$ cat src/source/flash_pkg.sv
/* shared types and widths for the serial flash controller
   referenced by scoped name from the sequencer, timer, shifter and test model */
package flash_pkg;

	// ------------------------------------------------------------------------
	// sequencer states
	// ------------------------------------------------------------------------
	typedef enum logic [2:0] {
		reset,          // flash reset pin held active
		after_reset,    // device recovery time
		await_command,  // idle, waiting for a request
		write_command,  // opcode frame
		write_address,  // address frames, msb word first
		read_data,      // streaming words in
		write_data      // streaming words out
	} flash_state_e;

	// ------------------------------------------------------------------------
	// flash opcodes
	// ------------------------------------------------------------------------
	typedef enum logic [7:0] {
		cmd_write = 8'h02,  // page program
		cmd_read  = 8'h03   // normal read
	} flash_cmd_e;

	// delay counter width, enough for tens of us at 50 MHz
	localparam int WAIT_BITS = 16;

	// serial clock level between transfers
	// the model samples on its rising edges
	localparam logic SCLK_IDLE = 1'b1;

endpackage

$ cat src/source/wait_timer.sv
/* down-counter for the flash reset and recovery delays
   load with a cycle count, done pulses once that many cycles later */
module wait_timer (
	input  logic in_clk,
	input  logic in_rst,
	input  logic load,
	input  logic [flash_pkg::WAIT_BITS-1:0] count,
	output logic done
);
	logic [flash_pkg::WAIT_BITS-1:0] ctr;
	logic running;

	// last counted cycle
	// a count of 0 behaves like 1
	assign done = running && (ctr <= flash_pkg::WAIT_BITS'(1));

	always_ff @(posedge in_clk or posedge in_rst) begin
		if (in_rst) begin
			ctr <= '0;
			running <= 1'b0;
		end else if (load) begin
			// a new load restarts, even on the done cycle
			ctr <= count;
			running <= 1'b1;
		end else if (done) begin
			running <= 1'b0;
		end else if (running) begin
			ctr <= ctr - 1'b1;
		end
	end

	// each done uses up its load
	// no second done before the next load
	assert property (@(posedge in_clk) disable iff (in_rst)
		(done && !load) |=> (!done until load));

endmodule

$ cat src/source/serial_shifter.sv
/* serial clock divider and word shifter, msb first
   runs frames back to back while enable is high, latching tx_word at each start */
module serial_shifter #(
	parameter int WORD_BITS = 8,
	parameter int CLK_DIV   = 2
) (
	input  logic in_clk,
	input  logic in_rst,
	input  logic enable,
	input  logic [WORD_BITS-1:0] tx_word,
	output logic [WORD_BITS-1:0] rx_word,
	output logic word_done,
	output logic sclk,
	output logic sdo,
	input  logic sdi
);
	localparam int DIV_BITS = $clog2(CLK_DIV + 1);
	localparam int BIT_BITS = $clog2(WORD_BITS);

	logic active;
	logic sclk_q;
	logic done_q;
	logic [DIV_BITS-1:0] div_ctr;
	logic [BIT_BITS-1:0] bit_ctr;
	logic [WORD_BITS-1:0] tx_sr;
	logic [WORD_BITS-1:0] rx_sr;

	// ------------------------------------------------------------------------
	// edge timing
	// ------------------------------------------------------------------------
	logic half_end;
	logic last_bit;
	logic rise;
	logic fall;
	logic frame_start;

	// end of a half period
	assign half_end = (div_ctr == DIV_BITS'(CLK_DIV - 1));
	assign last_bit = (bit_ctr == BIT_BITS'(WORD_BITS - 1));

	// clock low half ends -> rising edge, sample here
	assign rise = enable && active && half_end && (sclk_q != flash_pkg::SCLK_IDLE);
	// clock high half ends -> falling edge, next bit out
	assign fall = enable && active && half_end && (sclk_q == flash_pkg::SCLK_IDLE);
	// first falling edge of a frame
	assign frame_start = enable && (!active || (fall && last_bit));

	// ------------------------------------------------------------------------
	// control
	// ------------------------------------------------------------------------
	always_ff @(posedge in_clk or posedge in_rst) begin
		if (in_rst) begin
			active <= 1'b0;
			sclk_q <= flash_pkg::SCLK_IDLE;
			done_q <= 1'b0;
			div_ctr <= '0;
			bit_ctr <= '0;
		end else begin
			done_q <= 1'b0;
			if (!enable) begin
				// abandon frame, clock back to idle
				active <= 1'b0;
				sclk_q <= flash_pkg::SCLK_IDLE;
				div_ctr <= '0;
				bit_ctr <= '0;
			end else if (!active) begin
				active <= 1'b1;
				sclk_q <= ~flash_pkg::SCLK_IDLE;
				div_ctr <= '0;
				bit_ctr <= '0;
			end else if (half_end) begin
				div_ctr <= '0;
				sclk_q <= ~sclk_q;
				// word complete after the last rising edge
				if (rise && last_bit)
					done_q <= 1'b1;
				if (fall)
					bit_ctr <= last_bit ? '0 : bit_ctr + 1'b1;
			end else begin
				div_ctr <= div_ctr + 1'b1;
			end
		end
	end

	// ------------------------------------------------------------------------
	// data shift registers
	// ------------------------------------------------------------------------
	always_ff @(posedge in_clk) begin
		if (frame_start)
			tx_sr <= tx_word;
		else if (fall)
			tx_sr <= {tx_sr[WORD_BITS-2:0], 1'b0};

		if (rise)
			rx_sr <= {rx_sr[WORD_BITS-2:0], sdi};
	end

	// done comes one half period before the next frame start,
	// which leaves the sequencer time to switch tx_word (needs CLK_DIV >= 2)
	assign word_done = done_q;
	assign rx_word = rx_sr;
	assign sclk = sclk_q;
	// data line low between frames
	assign sdo = active && tx_sr[WORD_BITS-1];

	// one cycle after enable is low the clock is idle
	assert property (@(posedge in_clk) disable iff (in_rst)
		!enable |=> (sclk == flash_pkg::SCLK_IDLE));

endmodule

$ cat src/source/flash_sequencer.sv
/* request sequencer for the serial flash
   after the reset delays, sends opcode and address words, then streams data words */
module flash_sequencer #(
	parameter int WORD_BITS        = 8,
	parameter int ADDRESS_WORDS    = 2,
	parameter int WAIT_RESET       = 50,
	parameter int WAIT_AFTER_RESET = 1450
) (
	input  logic in_clk,
	input  logic in_rst,
	// user side
	input  logic in_enable,
	input  logic in_read,
	input  logic [WORD_BITS*ADDRESS_WORDS-1:0] in_addr,
	input  logic [WORD_BITS-1:0] in_data,
	output logic [WORD_BITS-1:0] out_data,
	output logic [WORD_BITS*ADDRESS_WORDS-1:0] out_word_ctr,
	output logic out_word_ready,
	// flash control, active high here
	output logic flash_reset,
	output logic write_unprotect,
	// delay timer
	output logic timer_load,
	output logic [flash_pkg::WAIT_BITS-1:0] timer_count,
	input  logic timer_done,
	// word shifter
	output logic shift_enable,
	output logic [WORD_BITS-1:0] tx_word,
	input  logic [WORD_BITS-1:0] rx_word,
	input  logic word_done
);
	localparam int CTR_BITS = WORD_BITS * ADDRESS_WORDS;

	flash_pkg::flash_state_e state, next_state;
	flash_pkg::flash_state_e data_state, next_data_state;
	flash_pkg::flash_cmd_e cmd, next_cmd;
	logic [CTR_BITS-1:0] word_ctr, next_word_ctr;
	logic word_ready, next_word_ready;
	logic timer_started;
	logic [CTR_BITS-1:0] addr_shifted;
	logic [WORD_BITS-1:0] addr_word;

	// ------------------------------------------------------------------------
	// current address word, msb word first
	// ------------------------------------------------------------------------
	assign addr_shifted = in_addr << (WORD_BITS * word_ctr);
	assign addr_word = addr_shifted[CTR_BITS-1 -: WORD_BITS];

	// ------------------------------------------------------------------------
	// registers
	// ------------------------------------------------------------------------
	always_ff @(posedge in_clk or posedge in_rst) begin
		if (in_rst) begin
			state <= flash_pkg::reset;
			data_state <= flash_pkg::read_data;
			cmd <= flash_pkg::cmd_read;
			word_ctr <= '0;
			word_ready <= 1'b0;
			timer_started <= 1'b0;
		end else begin
			state <= next_state;
			data_state <= next_data_state;
			cmd <= next_cmd;
			word_ctr <= next_word_ctr;
			word_ready <= next_word_ready;
			timer_started <= 1'b1;
		end
	end

	// received word, held until the next one
	always_ff @(posedge in_clk) begin
		if (state == flash_pkg::read_data && word_done)
			out_data <= rx_word;
	end

	// ------------------------------------------------------------------------
	// next state and outputs
	// ------------------------------------------------------------------------
	always_comb begin
		next_state = state;
		next_data_state = data_state;
		next_cmd = cmd;
		next_word_ctr = word_ctr;
		next_word_ready = 1'b0;
		timer_load = 1'b0;
		timer_count = flash_pkg::WAIT_BITS'(WAIT_AFTER_RESET);
		shift_enable = 1'b0;
		tx_word = addr_word;
		flash_reset = 1'b0;
		write_unprotect = 1'b0;

		case (state)
			flash_pkg::reset: begin
				flash_reset = 1'b1;
				// the load cycle is the first reset cycle
				if (!timer_started) begin
					timer_load = 1'b1;
					timer_count = flash_pkg::WAIT_BITS'(WAIT_RESET - 1);
				end
				// reload at once for the recovery wait
				if (timer_done) begin
					timer_load = 1'b1;
					next_state = flash_pkg::after_reset;
				end
			end

			flash_pkg::after_reset: begin
				if (timer_done)
					next_state = flash_pkg::await_command;
			end

			flash_pkg::await_command: begin
				if (in_enable) begin
					next_state = flash_pkg::write_command;
					next_word_ctr = '0;
					if (in_read) begin
						next_cmd = flash_pkg::cmd_read;
						next_data_state = flash_pkg::read_data;
					end else begin
						next_cmd = flash_pkg::cmd_write;
						next_data_state = flash_pkg::write_data;
					end
				end
			end

			flash_pkg::write_command: begin
				shift_enable = 1'b1;
				tx_word = WORD_BITS'(cmd);
				if (word_done)
					next_state = flash_pkg::write_address;
			end

			flash_pkg::write_address: begin
				shift_enable = 1'b1;
				if (word_done) begin
					if (word_ctr == CTR_BITS'(ADDRESS_WORDS - 1)) begin
						// counter restarts for the data words
						next_state = data_state;
						next_word_ctr = '0;
					end else begin
						next_word_ctr = word_ctr + 1'b1;
					end
				end
			end

			flash_pkg::read_data: begin
				shift_enable = 1'b1;
				if (word_done) begin
					next_word_ctr = word_ctr + 1'b1;
					next_word_ready = 1'b1;
				end
				if (!in_enable)
					next_state = flash_pkg::await_command;
			end

			flash_pkg::write_data: begin
				shift_enable = 1'b1;
				write_unprotect = 1'b1;
				tx_word = in_data;
				// ready asks for the next word
				if (word_done) begin
					next_word_ctr = word_ctr + 1'b1;
					next_word_ready = 1'b1;
				end
				if (!in_enable)
					next_state = flash_pkg::await_command;
			end

			default: begin
				next_state = flash_pkg::reset;
			end
		endcase
	end

	assign out_word_ctr = word_ctr;
	assign out_word_ready = word_ready;

	// unprotect only within a request that was latched as a write
	assert property (@(posedge in_clk) disable iff (in_rst)
		write_unprotect |-> (data_state == flash_pkg::write_data
			&& cmd == flash_pkg::cmd_write));

endmodule

$ cat src/source/flash_serial.sv
/* top level of the serial flash controller
   joins sequencer, delay timer and shifter, drives the active-low flash pins */
module flash_serial #(
	parameter int WORD_BITS        = 8,
	parameter int ADDRESS_WORDS    = 2,
	parameter int MAIN_CLK         = 50_000_000,
	parameter int SERIAL_CLK       = 10_000_000,
	parameter int WAIT_RESET       = MAIN_CLK / 1_000_000,       // 1 us
	parameter int WAIT_AFTER_RESET = MAIN_CLK / 1_000_000 * 29   // 29 us
) (
	input  logic in_clk,
	input  logic in_rst,
	// user side
	input  logic in_enable,
	input  logic in_read,
	input  logic [WORD_BITS*ADDRESS_WORDS-1:0] in_addr,
	input  logic [WORD_BITS-1:0] in_data,
	output logic [WORD_BITS-1:0] out_data,
	output logic [WORD_BITS*ADDRESS_WORDS-1:0] out_word_ctr,
	output logic out_word_ready,
	// flash pins
	output logic out_flash_rst,
	output logic out_flash_clk,
	output logic out_flash_select,
	output logic out_flash_wp,
	output logic out_flash_data,
	input  logic in_flash_data
);
	// in_clk cycles per half serial period
	localparam int CLK_DIV = MAIN_CLK / (2 * SERIAL_CLK);

	logic flash_reset;
	logic write_unprotect;
	logic timer_load;
	logic [flash_pkg::WAIT_BITS-1:0] timer_count;
	logic timer_done;
	logic shift_enable;
	logic [WORD_BITS-1:0] tx_word;
	logic [WORD_BITS-1:0] rx_word;
	logic word_done;

	flash_sequencer #(
		.WORD_BITS(WORD_BITS), .ADDRESS_WORDS(ADDRESS_WORDS),
		.WAIT_RESET(WAIT_RESET), .WAIT_AFTER_RESET(WAIT_AFTER_RESET)
	) u_sequencer (
		.in_clk(in_clk), .in_rst(in_rst),
		.in_enable(in_enable), .in_read(in_read),
		.in_addr(in_addr), .in_data(in_data),
		.out_data(out_data), .out_word_ctr(out_word_ctr),
		.out_word_ready(out_word_ready),
		.flash_reset(flash_reset), .write_unprotect(write_unprotect),
		.timer_load(timer_load), .timer_count(timer_count), .timer_done(timer_done),
		.shift_enable(shift_enable), .tx_word(tx_word),
		.rx_word(rx_word), .word_done(word_done)
	);

	wait_timer u_timer (
		.in_clk(in_clk), .in_rst(in_rst),
		.load(timer_load), .count(timer_count), .done(timer_done)
	);

	serial_shifter #(
		.WORD_BITS(WORD_BITS), .CLK_DIV(CLK_DIV)
	) u_shifter (
		.in_clk(in_clk), .in_rst(in_rst),
		.enable(shift_enable), .tx_word(tx_word),
		.rx_word(rx_word), .word_done(word_done),
		.sclk(out_flash_clk), .sdo(out_flash_data), .sdi(in_flash_data)
	);

	// ------------------------------------------------------------------------
	// pins, reset and select active low
	// ------------------------------------------------------------------------
	assign out_flash_rst = ~flash_reset;
	assign out_flash_select = ~shift_enable;
	// write protect is active low, so high releases it
	assign out_flash_wp = write_unprotect;

endmodule

$ cat config.mk
export PLATFORM = sky130hd
export DESIGN_NAME = flash_serial
export DESIGN_NICKNAME = d
export VERILOG_FILES = /design/src/source/flash_pkg.sv /design/src/source/wait_timer.sv /design/src/source/serial_shifter.sv /design/src/source/flash_sequencer.sv /design/src/source/flash_serial.sv
export SDC_FILE = /design/constraint.sdc
export NUM_CORES = 1
export LEC_CHECK = 0
export BUFFER_PORTS_ARGS = -buffer_cell sky130_fd_sc_hd__buf_2
export CAP_MARGIN = 20
export CORE_UTILIZATION = 45
export CTS_BUF_LIST = sky130_fd_sc_hd__clkbuf_2
export DETAILED_ROUTE_END_ITERATION = 7
export PLACE_DENSITY = 0.69
export SETUP_SLACK_MARGIN = 0.5
export SLEW_MARGIN = 25
export SYNTH_ARGS = -nofsm -noshare
export SYNTH_HDL_FRONTEND = slang
export SYNTH_HIERARCHICAL = 1
export SYNTH_SLANG_ARGS = --single-unit
$ cat constraint.sdc
create_clock -name in_clk -period 5 [get_ports in_clk]
set_clock_uncertainty 0.1 [all_clocks]
set_input_delay 0.75 -clock in_clk [delete_from_list [all_inputs] [get_ports in_clk]]
set_output_delay 0.75 -clock in_clk [all_outputs]
set_load 0.03 [all_outputs]
# Yosys cells after proc, flatten, opt, wreduce, memory -nomap -nowiden
# Cells that the tools add are included.
dict set report word_totals {
  romBits 0
  in_bits 29
  latchBits 0
  n_memories 0
  reg_bits 81
  word_cells 118
  mem_bits_rw 0
}
dict set report op_classes {
  n_lt_le_gt_ge 1
  n_div 0
  add_sub_neg 4
  mux 49
  n_shift 1
  reduce_logical 24
  n_bitwise 3
  n_mul 0
  eq_ne 20
}
# cell count
set ops {}
lappend ops {{two-way mux 16 bit} 8}
lappend ops {{one-hot mux 16 bit (3 select lines)} 1}
lappend ops {{two-way mux 3 bit} 12}
lappend ops {{two-way mux 1 bit} 19}
lappend ops {{<< shifter 16 x 19 -> 16 bit} 1}
lappend ops {{one-hot mux 3 bit (6 select lines)} 1}
lappend ops {{adder 16 x 1 -> 16 bit, second input constant} 1}
lappend ops {{equality test 16 x 1 -> 1 bit, second input constant} 1}
lappend ops {{less-or-equal comparator 16 x 1 -> 1 bit, second input constant} 1}
lappend ops {{two-way mux 8 bit} 2}
lappend ops {{one-hot mux 8 bit (2 select lines)} 1}
lappend ops {{subtractor 16 x 1 -> 16 bit, second input constant} 1}
lappend ops {{equality test 3 bit, second input constant} 4}
lappend ops {{two-way mux 11 bit} 1}
lappend ops {{logical AND 1 bit} 10}
lappend ops {{inequality test 2 bit, second input constant} 5}
lappend ops {{two-way mux 2 bit} 4}
lappend ops {{inequality test 2 x 1 -> 1 bit, second input constant} 4}
lappend ops {{AND reduction 7 bit} 1}
lappend ops {{equality test 3 x 2 -> 1 bit, second input constant} 2}
lappend ops {{inequality test 3 bit, second input constant} 2}
lappend ops {{AND reduction 2 bit} 3}
lappend ops {{nonzero test 2 bit} 3}
lappend ops {{AND reduction 4 bit} 1}
lappend ops {{11 further kinds} 13}

# Depth between registers and ports, before layout
# Gate-level depths: netlist of the first run.
dict set report depth {
  ltp_word 11
  ltp_mapped 12
  ltp_nobuf 10
}

# Cells and area by module
# The synthesis of the first run kept the hierarchy.
# module cells_per_inst area_per_inst_um2 seq_area_each_um2 instances
set modules_own_cells {}
lappend modules_own_cells {flash_sequencer 207 1891.8 817.0 1}
lappend modules_own_cells {wait_timer 123 1074.8 425.4 1}
lappend modules_own_cells {serial_shifter 56 943.4 681.9 1}
lappend modules_own_cells {flash_serial 2 7.5 0.0 1}

# Worst setup path after synthesis of the first run
# OpenSTA, ideal clock, no wires.
dict set report synth_timing {
  path_type {reg2reg}
  startpoint {reg u_timer/ctr[12] (netlist name)}
  endpoint {reg u_timer/ctr[0] (netlist name)}
  period_less_slack_ns 2.733
  n_path_buf 3
  required_ns 4.765
  stages_incl_launch_ff 10
  t_arrival_ns 2.497
  setup_ns 0.135
  slack_ns 2.267
  path_cell_list {dfrtp_1 or3_1 nor4b_2 buf_2 and3_1 inv_1 a21boi_0 clkbuf_1 clkbuf_1 o21ai_0}
}
dict set report synth_between {
  elab_chain_cells 6
  word_cells_on_any_way 8
  classes_between {order compare (1); eq/ne (1); mux (3); reduce/logical (3)}
}
# item line
set synth_rtl {}
lappend synth_rtl {{start, declared} wait_timer.sv:10} ;# logic [flash_pkg::WAIT_BITS-1:0] ctr;
lappend synth_rtl {{start signal, assigned} wait_timer.sv:23} ;# ctr <= count;
lappend synth_rtl {{start signal, assigned} wait_timer.sv:28} ;# ctr <= ctr - 1'b1;
lappend synth_rtl {{less-or-equal comparator 16 x 1 -> 1 bit (*)} wait_timer.sv:15} ;# assign done = running && (ctr <= flash_pkg::WAIT_BITS'(1));
lappend synth_rtl {{logical AND 1 bit (*)} wait_timer.sv:15}
lappend synth_rtl {{net timer_done} flash_serial.sv:36} ;# logic timer_done;
lappend synth_rtl {{two-way mux 1 bit (*)} flash_sequencer.sv:101} ;# if (timer_done) begin
lappend synth_rtl {{two-way mux 1 bit (*)} flash_sequencer.sv:92} ;# case (state)
lappend synth_rtl {{net timer_load} flash_serial.sv:34} ;# logic timer_load;
lappend synth_rtl {{inequality test 2 bit (no source line) or nonzero test 2 bit (tied branches)} n/a}
lappend synth_rtl {{AND reduction 2 bit (no source line)} n/a}
# Mark *: on every way through the listed nets, which the timed path passes. The rest lies on a longest branch.
# A chain may end at the register's enable or synchronous reset.

# Worst setup path after layout of the first run
dict set report layout_timing {
  startpoint {reg u_timer/ctr[6] (netlist name)}
  endpoint {reg u_timer/ctr[1] (netlist name)}
}
# The elaborated chain is that of the path after synthesis.

==> results of run 1 <==
==> through the flow <==
stage | utilization (%) | hold slack, ps | cells | setup WS (ps) | instance area (um^2)
5_1_grt | 52.1 | 209 | 551 | 1870 | 4340
6_report | 52.1 | 290 | 551 | 2050 | 4340
3_5_place_dp | 50.6 | 318 | 534 | 2120 | 4220
3_3_place_gp | 50.6 | 305 | 534 | 2240 | 4220
4_1_cts | 51.9 | 4.26 | 550 | 2070 | 4330
2_1_floorplan | - | 300 | 396 | 2270 | 3950
==> Yosys cell counts, drive strengths merged, types with 3 or more instances <==
library cell  number
nand2             42
o2bb2ai            3
edfxtp            24
or3               10
or4                7
nor3              11
o31ai              6
and3               5
clkbuf             9
nand4              4
o21ai             30
ha                 6
nor4               8
xnor2              7
a21boi             4
o32ai              3
nor2b              5
buf               19
inv               16
dfrtp             46
a21oi             13
o21a               3
nor2              25
nand2b             6
mux2i             12
a31oi              5
nand3              8
a211oi             3
mux2               9
and2               7
==> cell type report <==
class | instances | area, um^2
clock inverter | 7 | 62.6
tap | 105 | 131
inverter | 16 | 60.1
sequential | 72 | 1920
timing repair buffer | 62 | 323
clock buffer | 9 | 45.0
multi-input combinational | 280 | 1800
fill | 788 | 4000
==> flip-flops by register name (all words and copies together), names as in the netlist <==
name and flops:
u_timer/running 1, u_sequencer/state 3, u_shifter/sclk 1, u_shifter/rx_word 8
u_sequencer/out_data 8, u_sequencer/out_word_ready 1, u_shifter/active 1, u_shifter/word_done 1
u_sequencer/out_word_ctr 16, u_sequencer/data_state 2, u_timer/ctr 16, u_shifter/div_ctr 2
u_sequencer/timer_started 1, u_shifter/tx_sr 8, u_shifter/bit_ctr 3
==> power breakdown <==
part	internal [W]	total, W	switching (W)	leakage (nW)
sequential	0.000609	0.000610	0.00000146	0.789
clock	0.0000755	0.000312	0.000236	0.0590
combinational	0.0000118	0.0000271	0.0000153	0.994
total	0.000696	0.000949	0.000253	1.84
==> critical path, cell delays in order, from the launching register on <==
cell      delay, ps
dfrtp_1         480
or3_4           430
nor3_1          500
and3_1          290
inv_1            50
a21boi_1        130
buf_4           260
inv_1           260
mux2_4          360
==> how the worst max path moves through the flow <==
stage                    startpoint             end  slack (ps)  cells after the start
2_1_floorplan       u_timer/ctr[12]  u_timer/ctr[0]        2270                      9
3_3_place_gp         u_timer/ctr[6]  u_timer/ctr[1]        2240                      8
3_5_place_dp         u_timer/ctr[6]  u_timer/ctr[1]        2120                      8
4_1_cts        u_sequencer/state[2]    out_flash_wp        2070                      3
5_1_grt        u_sequencer/state[2]    out_flash_wp        1870                      3
6_report             u_timer/ctr[6]  u_timer/ctr[1]        2050                      8
==> logic make-up after synthesis <==
logic type / after synthesis
other: 2
DFF: 72
xor gates and xnor gates: 9
buffers and inverters: 44
AOI/OAI and AO/OA: 82
and+or+nand+nor: 152
adders and majority gates: 6
muxes: 21
==> per-layer routing <==
metal  global-route usage (%)  vias to the layer above  wire [um]
li1                         -                     1498          -
met5                        0                        -          0
met1                     26.5                     1430       3700
met2                     29.0                       77       3630
met4                     7.45                        0         96
met3                     4.70                       10        416
==> what timing repair did <==
item | CTS | global route
setup buffers | 0 | 0
hold buffers | 0 | 1
hold endpoints to repair | 0 | 3
==> flow_summary.ini, run 1 <==
[logic_synthesis]
synth_compound_area_share_pct = 13.8
ys_types = 65
synth_area_um2 = 3920
synth-warning-count = 6
synth_top_family_by_area = simple AND/OR/NAND/NOR gates
ys_top_cells_by_area = dfrtp_1 (29%), edfxtp_1 (18%), nand2_1 (4.0%)
synth_fa_ha_area_share_pct = 1.92
synth-edff-count = 24
seq_area_frac_synth_pct = 49.1
post-synth-top-area-cell = dfrtp_1
synth-async-reset-ratio_pct = 66.7
synth_simple_gate_area_share_pct = 21.3
avgSynthCellArea_um2 = 10.1
syn_inst = 388
yosys_register_bits = 72
yosys.area.top_type_share_pct = 29.4
synth.area.mux_share_pct = 5.75
synth-xor-area-share_pct = 2.01
synth_flop_cell = dfrtp_1

[worst_hold_path]
hp-class = in -> reg
hold_path_startpoint = in_flash_data
min_to = u_shifter/rx_word[0]
hold_depth = 1

[sta]
setup_violations = 0
slew_headroom_pct = 39.9
max_freq_mhz = 339
rsz0062_at_grt = no
fin_crit_sh_pct = 58.9
tns_ps = 0
hold_viol = 0
drv_slew = 0
finalCriticalPeriod_ps = 2950
worst_pin_slew_ps = 901

[global_routing]
grtUsageTotal_pct = 19.2
overflow = 0
grt_max_degree = 25
antenna_found_initial = 0
grt_pass1_vias = 2783
grt_pass1_wl_um = 13300

[setup_path]
crit_arrival_ps = 3280
critPathCaptureType = flip-flop
rrSetupSlack_ps = 2050
critPathLaunchType = flip-flop
r2r_cells = 8
timing.rr.start = u_timer/ctr[6]
critPathKind = reg -> reg
cp.required_ps = 5330
worstReg2RegEnd = u_timer/ctr[1]
cp_max_fo = 24

[outcome]
run_status = finished clean

[drt]
drt-initial-drc-count = 120
vias = 3015
wl_um = 7840
drt.antenna.violating_nets = 0
viasPerCell = 5.47
first_pass_iters = 4
drc = 0
post_drt_wl_per_cell_um = 14.2

[clocking]
root_buffer = clkbuf_2
htreeDepth = 3
ctsResizeCount = 0
clockBufferDepth = 2
cts.sinks = 72
cts.clk_slew.worst_paths_ps = 230
clock_latency_ps = 520
cts_tree = yes
numCtsBuffers = 9

[job]
cap_violations = 0

[power]
power_w = 0.000949
p_leak_nw = 1.84
ir_worst_vdd_mv = 0.0859
power_density_nw_per_um2 = 218

[floorplan]
start_util_pct = 47.0
core_um2 = 8340
die_area_um2 = 9080
ioPinCount = 59
rows = 33
die_w_um = 95.3
die_y_um = 95.3

[finish]
antenna_cells = 0
final_cell_mix = buf_2 (58), dfrtp_1 (46), nand2_1 (42)
nets = 476
drive_above_1_share_pct = 22.4
area_growth_pct = 10.9
layout.cells.most_common = buf_2

[placement]
gp_congestion = 0.798
dp_hpwl_um = 5610
port-buffer-count = 58
No activity file was read; power rests on OpenSTA's default activity.
==> inputs of run 2 (changes only) <==
--- a/config.mk
+++ b/config.mk
@@ -10,7 +10,7 @@
 export CORE_UTILIZATION = 45
 export CTS_BUF_LIST = sky130_fd_sc_hd__clkbuf_2
 export DETAILED_ROUTE_END_ITERATION = 7
-export PLACE_DENSITY = 0.69
+export PLACE_DENSITY = 0.72
 export SETUP_SLACK_MARGIN = 0.5
 export SLEW_MARGIN = 25
 export SYNTH_ARGS = -nofsm -noshare
==> constraint.sdc (replaced) <==
create_clock -name in_clk -period 2.5 [get_ports in_clk]
set_clock_uncertainty 0.1 [all_clocks]
set_input_delay 0.375 -clock in_clk [delete_from_list [all_inputs] [get_ports in_clk]]
set_output_delay 0.375 -clock in_clk [all_outputs]
set_load 0.03 [all_outputs]
==> run 2 against run 1 <==
  * Sequential power grew 100%
  * Largest power group unchanged
  * Global-route usage grew 3.3 points
  * Critical path type unchanged
  * Combinational power up 140%
==> flow_summary.ini, run 2 (same netlist as run 1, synthesis figures left out) <==
[finish]
final_cell_mix = buf_2 (55), buf_4 (50), nand2_1 (37)
seqCellArea_um2 = 1940
fillerInstances = 609
layout.cells.most_common = buf_2
finalInstanceArea_um2 = 5480
post-route-util_pct = 65.7
drive_above_1_share_pct = 47.0
area_growth_pct = 39.9
multi_input_area_um2 = 2220
nets = 549
antenna_cells = 0

[power]
power_w = 0.00187
ir_worst_vdd_mv = 0.175
p_leak_nw = 2.34
power_density_nw_per_um2 = 341

[placement]
gp_congestion = 0.879
dp_hpwl_um = 5850
port-buffer-count = 58
placed_area_um2 = 4360

[global_routing]
overflow = 0
grt_pass1_vias = 3260
grtUsageTotal_pct = 22.5
antenna_found_initial = 0
grt_max_degree = 24
grt_pass1_wl_um = 15500

[drt]
viasPerCell = 5.72
drc = 0
drt-initial-drc-count = 191
wl_um = 10700
post_drt_wl_per_cell_um = 17.2
first_pass_iters = 6
vias = 3568
drt.antenna.violating_nets = 0

[floorplan]
die_w_um = 95.3
core_um2 = 8340
die_y_um = 95.3
start_util_pct = 47.0
ioPinCount = 59
rows = 33
die_area_um2 = 9080

[setup_path]
cp_cell_sequence = or3_4 -> nor4b_4 -> and3_4 -> nor3_1 -> a211oi_2 -> o31ai_4 -> buf_4 -> a22o_1
cpPeakStageDelay_ps = 430
timing.rr.start = u_timer/ctr[13]
cp_max_fo = 4
worstReg2RegEnd = u_sequencer/state[0]
rrSetupSlack_ps = 180
cp.required_ps = 2830
r2r_cells = 8
crit_slowest_cell = dfrtp_1
cp_num_buf_inv = 1
crit_arrival_ps = 2650
critPathCaptureType = flip-flop
critPathLaunchType = flip-flop
critPathKind = reg -> reg
crit_family = simple AND/OR/NAND/NOR gates

[sta]
drv_slew = 0
worst_pin_slew_ps = 691
hold_viol = 0
max_freq_mhz = 431
rsz0062_at_grt = yes
slew_headroom_pct = 53.9
setup_violations = 0
fin_crit_sh_pct = 92.8
finalCriticalPeriod_ps = 2320
tns_ps = 0

[clocking]
cts_tree = yes
clockBufferDepth = 2
cts.sinks = 72
cts.clk_slew.worst_paths_ps = 220
root_buffer = clkbuf_2
clock_latency_ps = 540
numCtsBuffers = 9
htreeDepth = 3

[worst_hold_path]
hold_depth = 4
hold_path_startpoint = in_data[7]
min_to = u_shifter/tx_sr[7]
hp-class = in -> reg

[job]
cap_violations = 0

[outcome]
run_status = finished clean
-- run 2: power by group --
group	switching (W)	leakage, nW	internal, W	total (W)
logic	0.0000360	1.51	0.0000282	0.0000642
registers	0.00000290	0.778	0.00122	0.00122
clock network	0.000456	0.0581	0.000130	0.000586
total	0.000495	2.34	0.00137	0.00187
-- run 2: cell type report --
| cell class | instances | area share (%) |
|---|---|---|
| clock buffer | 9 | 0.822 |
| timing repair buffer | 134 | 18.8 |
| inverter | 16 | 1.14 |
| sequential | 72 | 35.4 |
| multi-input combinational | 281 | 40.5 |
| tap | 105 | 2.40 |
| clock inverter | 7 | 0.868 |
-- run 2: how the worst max path moves through the flow --
| stage | slack (ps) | cells after the start | to | start |
|---|---|---|---|---|
| 2_1_floorplan | 160 | 9 | u_timer/ctr[15] | u_timer/ctr[12] |
| 3_3_place_gp | 210 | 10 | u_timer/ctr[10] | u_timer/ctr[12] |
| 3_5_place_dp | 100 | 10 | u_timer/ctr[10] | u_timer/ctr[12] |
| 4_1_cts | 220 | 10 | u_timer/ctr[10] | u_timer/ctr[14] |
| 5_1_grt | 110 | 8 | u_sequencer/state[0] | u_timer/ctr[14] |
| 6_report | 180 | 8 | u_sequencer/state[0] | u_timer/ctr[13] |
-- run 2: stage by stage --
step / hold slack, ps / setup WS [ps] / cells
2_1_floorplan: 89.9 / 164 / 396
3_3_place_gp: 259 / 207 / 540
3_5_place_dp: 260 / 103 / 540
4_1_cts: 134 / 217 / 599
5_1_grt: 118 / 114 / 624
6_report: 120 / 180 / 624
-- run 2: what timing repair did --
item,in CTS,in global routing
setup buffers,38,24
hold buffers,3,0
endpoints found under the hold margin,50,0
pin swaps,17,21
cloned,2,1
endpoints found under the setup margin,64,55
resized for setup,47,77
-- run 2: layer usage --
metal | up-vias | global-route usage, % | part of all wire (%)
met4 | 0 | 10.7 | 3.4
met1 | 1714 | 28.7 | 41
met5 | - | 0 | 0
met3 | 38 | 3.83 | 6.0
met2 | 164 | 37.0 | 50
li1 | 1652 | - | -
-- run 2: tightest hold or removal path, delay by kind of cell --
kind,cells,cell delay (ps)
compound gates,1,50
buf+inv,1,80
mux,1,130
simple gates,1,50
==> inputs of run 3 (changes only) <==
--- a/config.mk
+++ b/config.mk
@@ -10,7 +10,7 @@
 export CORE_UTILIZATION = 45
 export CTS_BUF_LIST = sky130_fd_sc_hd__clkbuf_2
 export DETAILED_ROUTE_END_ITERATION = 7
-export PLACE_DENSITY = 0.72
+export PLACE_DENSITY = 0.69
 export SETUP_SLACK_MARGIN = 0.5
 export SLEW_MARGIN = 25
 export SYNTH_ARGS = -nofsm -noshare
==> constraint.sdc (replaced) <==
create_clock -name in_clk -period 2.55 [get_ports in_clk]
set_clock_uncertainty 0.1 [all_clocks]
set_input_delay 0.3825 -clock in_clk [delete_from_list [all_inputs] [get_ports in_clk]]
set_output_delay 0.3825 -clock in_clk [all_outputs]
set_load 0.03 [all_outputs]
==> run 3 against run 2 <==
  * Total power up 10%
  * Non-clock buffer count down 13
  * First-iteration DRC count shrank 37%
  * Via count shrank 4.9%
  * Utilization decreased by 1.8 points
  * Clock power increased by 37%
  * Clock-buffer cell count is the same
  * Sequential cell count unchanged
  * Sequential share of layout area increased by 0.90 points
  * Critical path depth unchanged
  * Register-to-register slack improved by 140 ps
  * Global-route usage is 1.1 points lower
  * Highest routed layer unchanged
==> flow_summary.ini, run 3 (same netlist as run 1, synthesis figures left out) <==
[finish]
drive_above_1_share_pct = 43.1
antenna_cells = 0
layout.cells.most_common = buf_2
final_cell_mix = buf_2 (55), buf_4 (42), dfrtp_1 (37)
fillerInstances = 680
instances_no_fill = 611
multi_input_area_um2 = 2120
nets = 536
area_growth_pct = 36.0
seqCellArea_um2 = 1940

[drt]
drt-initial-drc-count = 120
wl_um = 9720
first_pass_iters = 4
drc = 0
vias = 3394
post_drt_wl_per_cell_um = 15.9
viasPerCell = 5.55
drt.antenna.violating_nets = 0

[sta]
max_freq_mhz = 448
hold_viol = 0
tns_ps = 0
rsz0062_at_grt = yes
setup_violations = 0
drv_slew = 0
finalCriticalPeriod_ps = 2230
slew_headroom_pct = 37.9
fin_crit_sh_pct = 87.5
worst_pin_slew_ps = 930

[setup_path]
cp_cell_sequence = or3_4 -> nor4b_4 -> and3_4 -> inv_2 -> a21boi_4 -> buf_12 -> nor2b_1 -> a221o_1
crit_family = simple AND/OR/NAND/NOR gates
critPathKind = reg -> reg
critPathCaptureType = flip-flop
crit_slowest_cell = dfrtp_1
cpPeakStageDelay_ps = 440
cp_num_buf_inv = 2
cp_max_fo = 8
cp.required_ps = 2900
crit_arrival_ps = 2580
critPathLaunchType = flip-flop

[global_routing]
grtUsageTotal_pct = 21.4
grt_max_degree = 24
grt_pass1_wl_um = 14900
overflow = 0
grt_pass1_vias = 3170
antenna_found_initial = 0

[power]
p_switching_w = 0.000506
swShare_pct = 24.5
clockPowerShare_pct = 38.9
comb_power_share_pct = 3.1
seqPwrFrac_pct = 58.0
power_density_nw_per_um2 = 387
p_leak_nw = 2.29
p_int_w = 0.00156
ir_worst_vdd_mv = 0.296

[placement]
gp_congestion = 0.801
dp_cells = 542
port-buffer-count = 58
dp_hpwl_um = 5830

[outcome]
run_status = finished clean

[floorplan]
start_util_pct = 47.0
die_y_um = 95.3
die_area_um2 = 9080
ioPinCount = 59
rows = 33
die_w_um = 95.3
core_um2 = 8340

[clocking]
clock_latency_ps = 550
clockBufferDepth = 2
cts.sinks = 72
htreeDepth = 3
cts.clk_slew.worst_paths_ps = 240
numCtsBuffers = 9
cts_tree = yes
root_buffer = clkbuf_2

[job]
cap_violations = 0

[worst_hold_path]
hp-class = in -> reg
[run 3: changes by cell type in the layout (fill, tap and decap cells not counted), sizes merged]
cell	previous run	this run
buf	131	117
bufinv	0	2
clkbuf	9	10
clkinv	4	3
clkinvlp	2	1
[run 3: layer usage]
layer	track usage, %	wire (um)
met1	27.7	4170
met4	8.46	210
met3	4.07	447
met2	35.4	4890
met5	0	0
[run 3: final timing paths]
| check | from | end | slack, ps | depth (start not counted) |
|---|---|---|---|---|
| min | in_data[5] | u_shifter/tx_sr[5] | 120 | 4 |
| max reg2reg | u_timer/ctr[12] | u_timer/ctr[15] | 320 | 8 |
| min in group asynchronous | in_rst | u_shifter/div_ctr[1] | 210 | 3 |
| max in group asynchronous | in_rst | u_sequencer/data_state[0] | 1230 | 4 |
| min reg2reg | u_shifter/rx_word[7] | u_sequencer/out_data[7] | 350 | 0 |
| max | u_timer/ctr[12] | u_timer/ctr[15] | 320 | 8 |
[run 3: cell type report]
class | instances | area share [%]
clock buffer | 9 | 0.845
clock inverter | 7 | 1.97
inverter | 16 | 1.27
multi-input combinational | 281 | 39.7
sequential | 72 | 36.3
tap | 105 | 2.47
timing repair buffer | 121 | 17.4
[run 3: what timing repair did]
action | 4_1_cts | 5_1_grt
setup endpoints to repair | 53 | 47
buffers inserted | 28 | 19
hold buffers | 3 | 0
endpoints found under the hold margin | 50 | 0
cloned | 1 | 2
pin swaps | 11 | 12
gates resized for setup | 59 | 49
[run 3: worst register-to-register path: stages, from the launching register on]
cell and delay (ps):
dfrtp_1 440, or3_4 410, nor4b_4 230, and3_4 230
inv_2 40, a21boi_4 190, buf_12 150, nor2b_1 40
a221o_1 310
[run 3: metrics by stage]
| step | cell area (um^2) | hold slack (ps) | power [W] | setup slack, ps | util [%] |
|---|---|---|---|---|---|
| floorplan | 4020 | 97.4 | 0.00125 | 214 | - |
| global placement | 4340 | 271 | 0.00127 | 275 | 52.1 |
| detailed placement | 4340 | 269 | 0.00127 | 222 | 52.1 |
| CTS | 4960 | 123 | 0.00207 | 345 | 59.5 |
| global route | 5330 | 95.3 | 0.00214 | 236 | 63.9 |
| finish | 5330 | 118 | 0.00206 | 318 | 63.9 |
[run 3: power by group through the flow]
stage,Sequential (W),Clock [W],Combinational [W]
final,0.00120,0.000802,0.0000650
after global routing,0.00120,0.000873,0.0000738
after CTS,0.00120,0.000807,0.0000619
after detailed placement,0.00122,0,0.0000550
after global placement,0.00122,0,0.0000535
after floorplan,0.00122,0,0.0000344
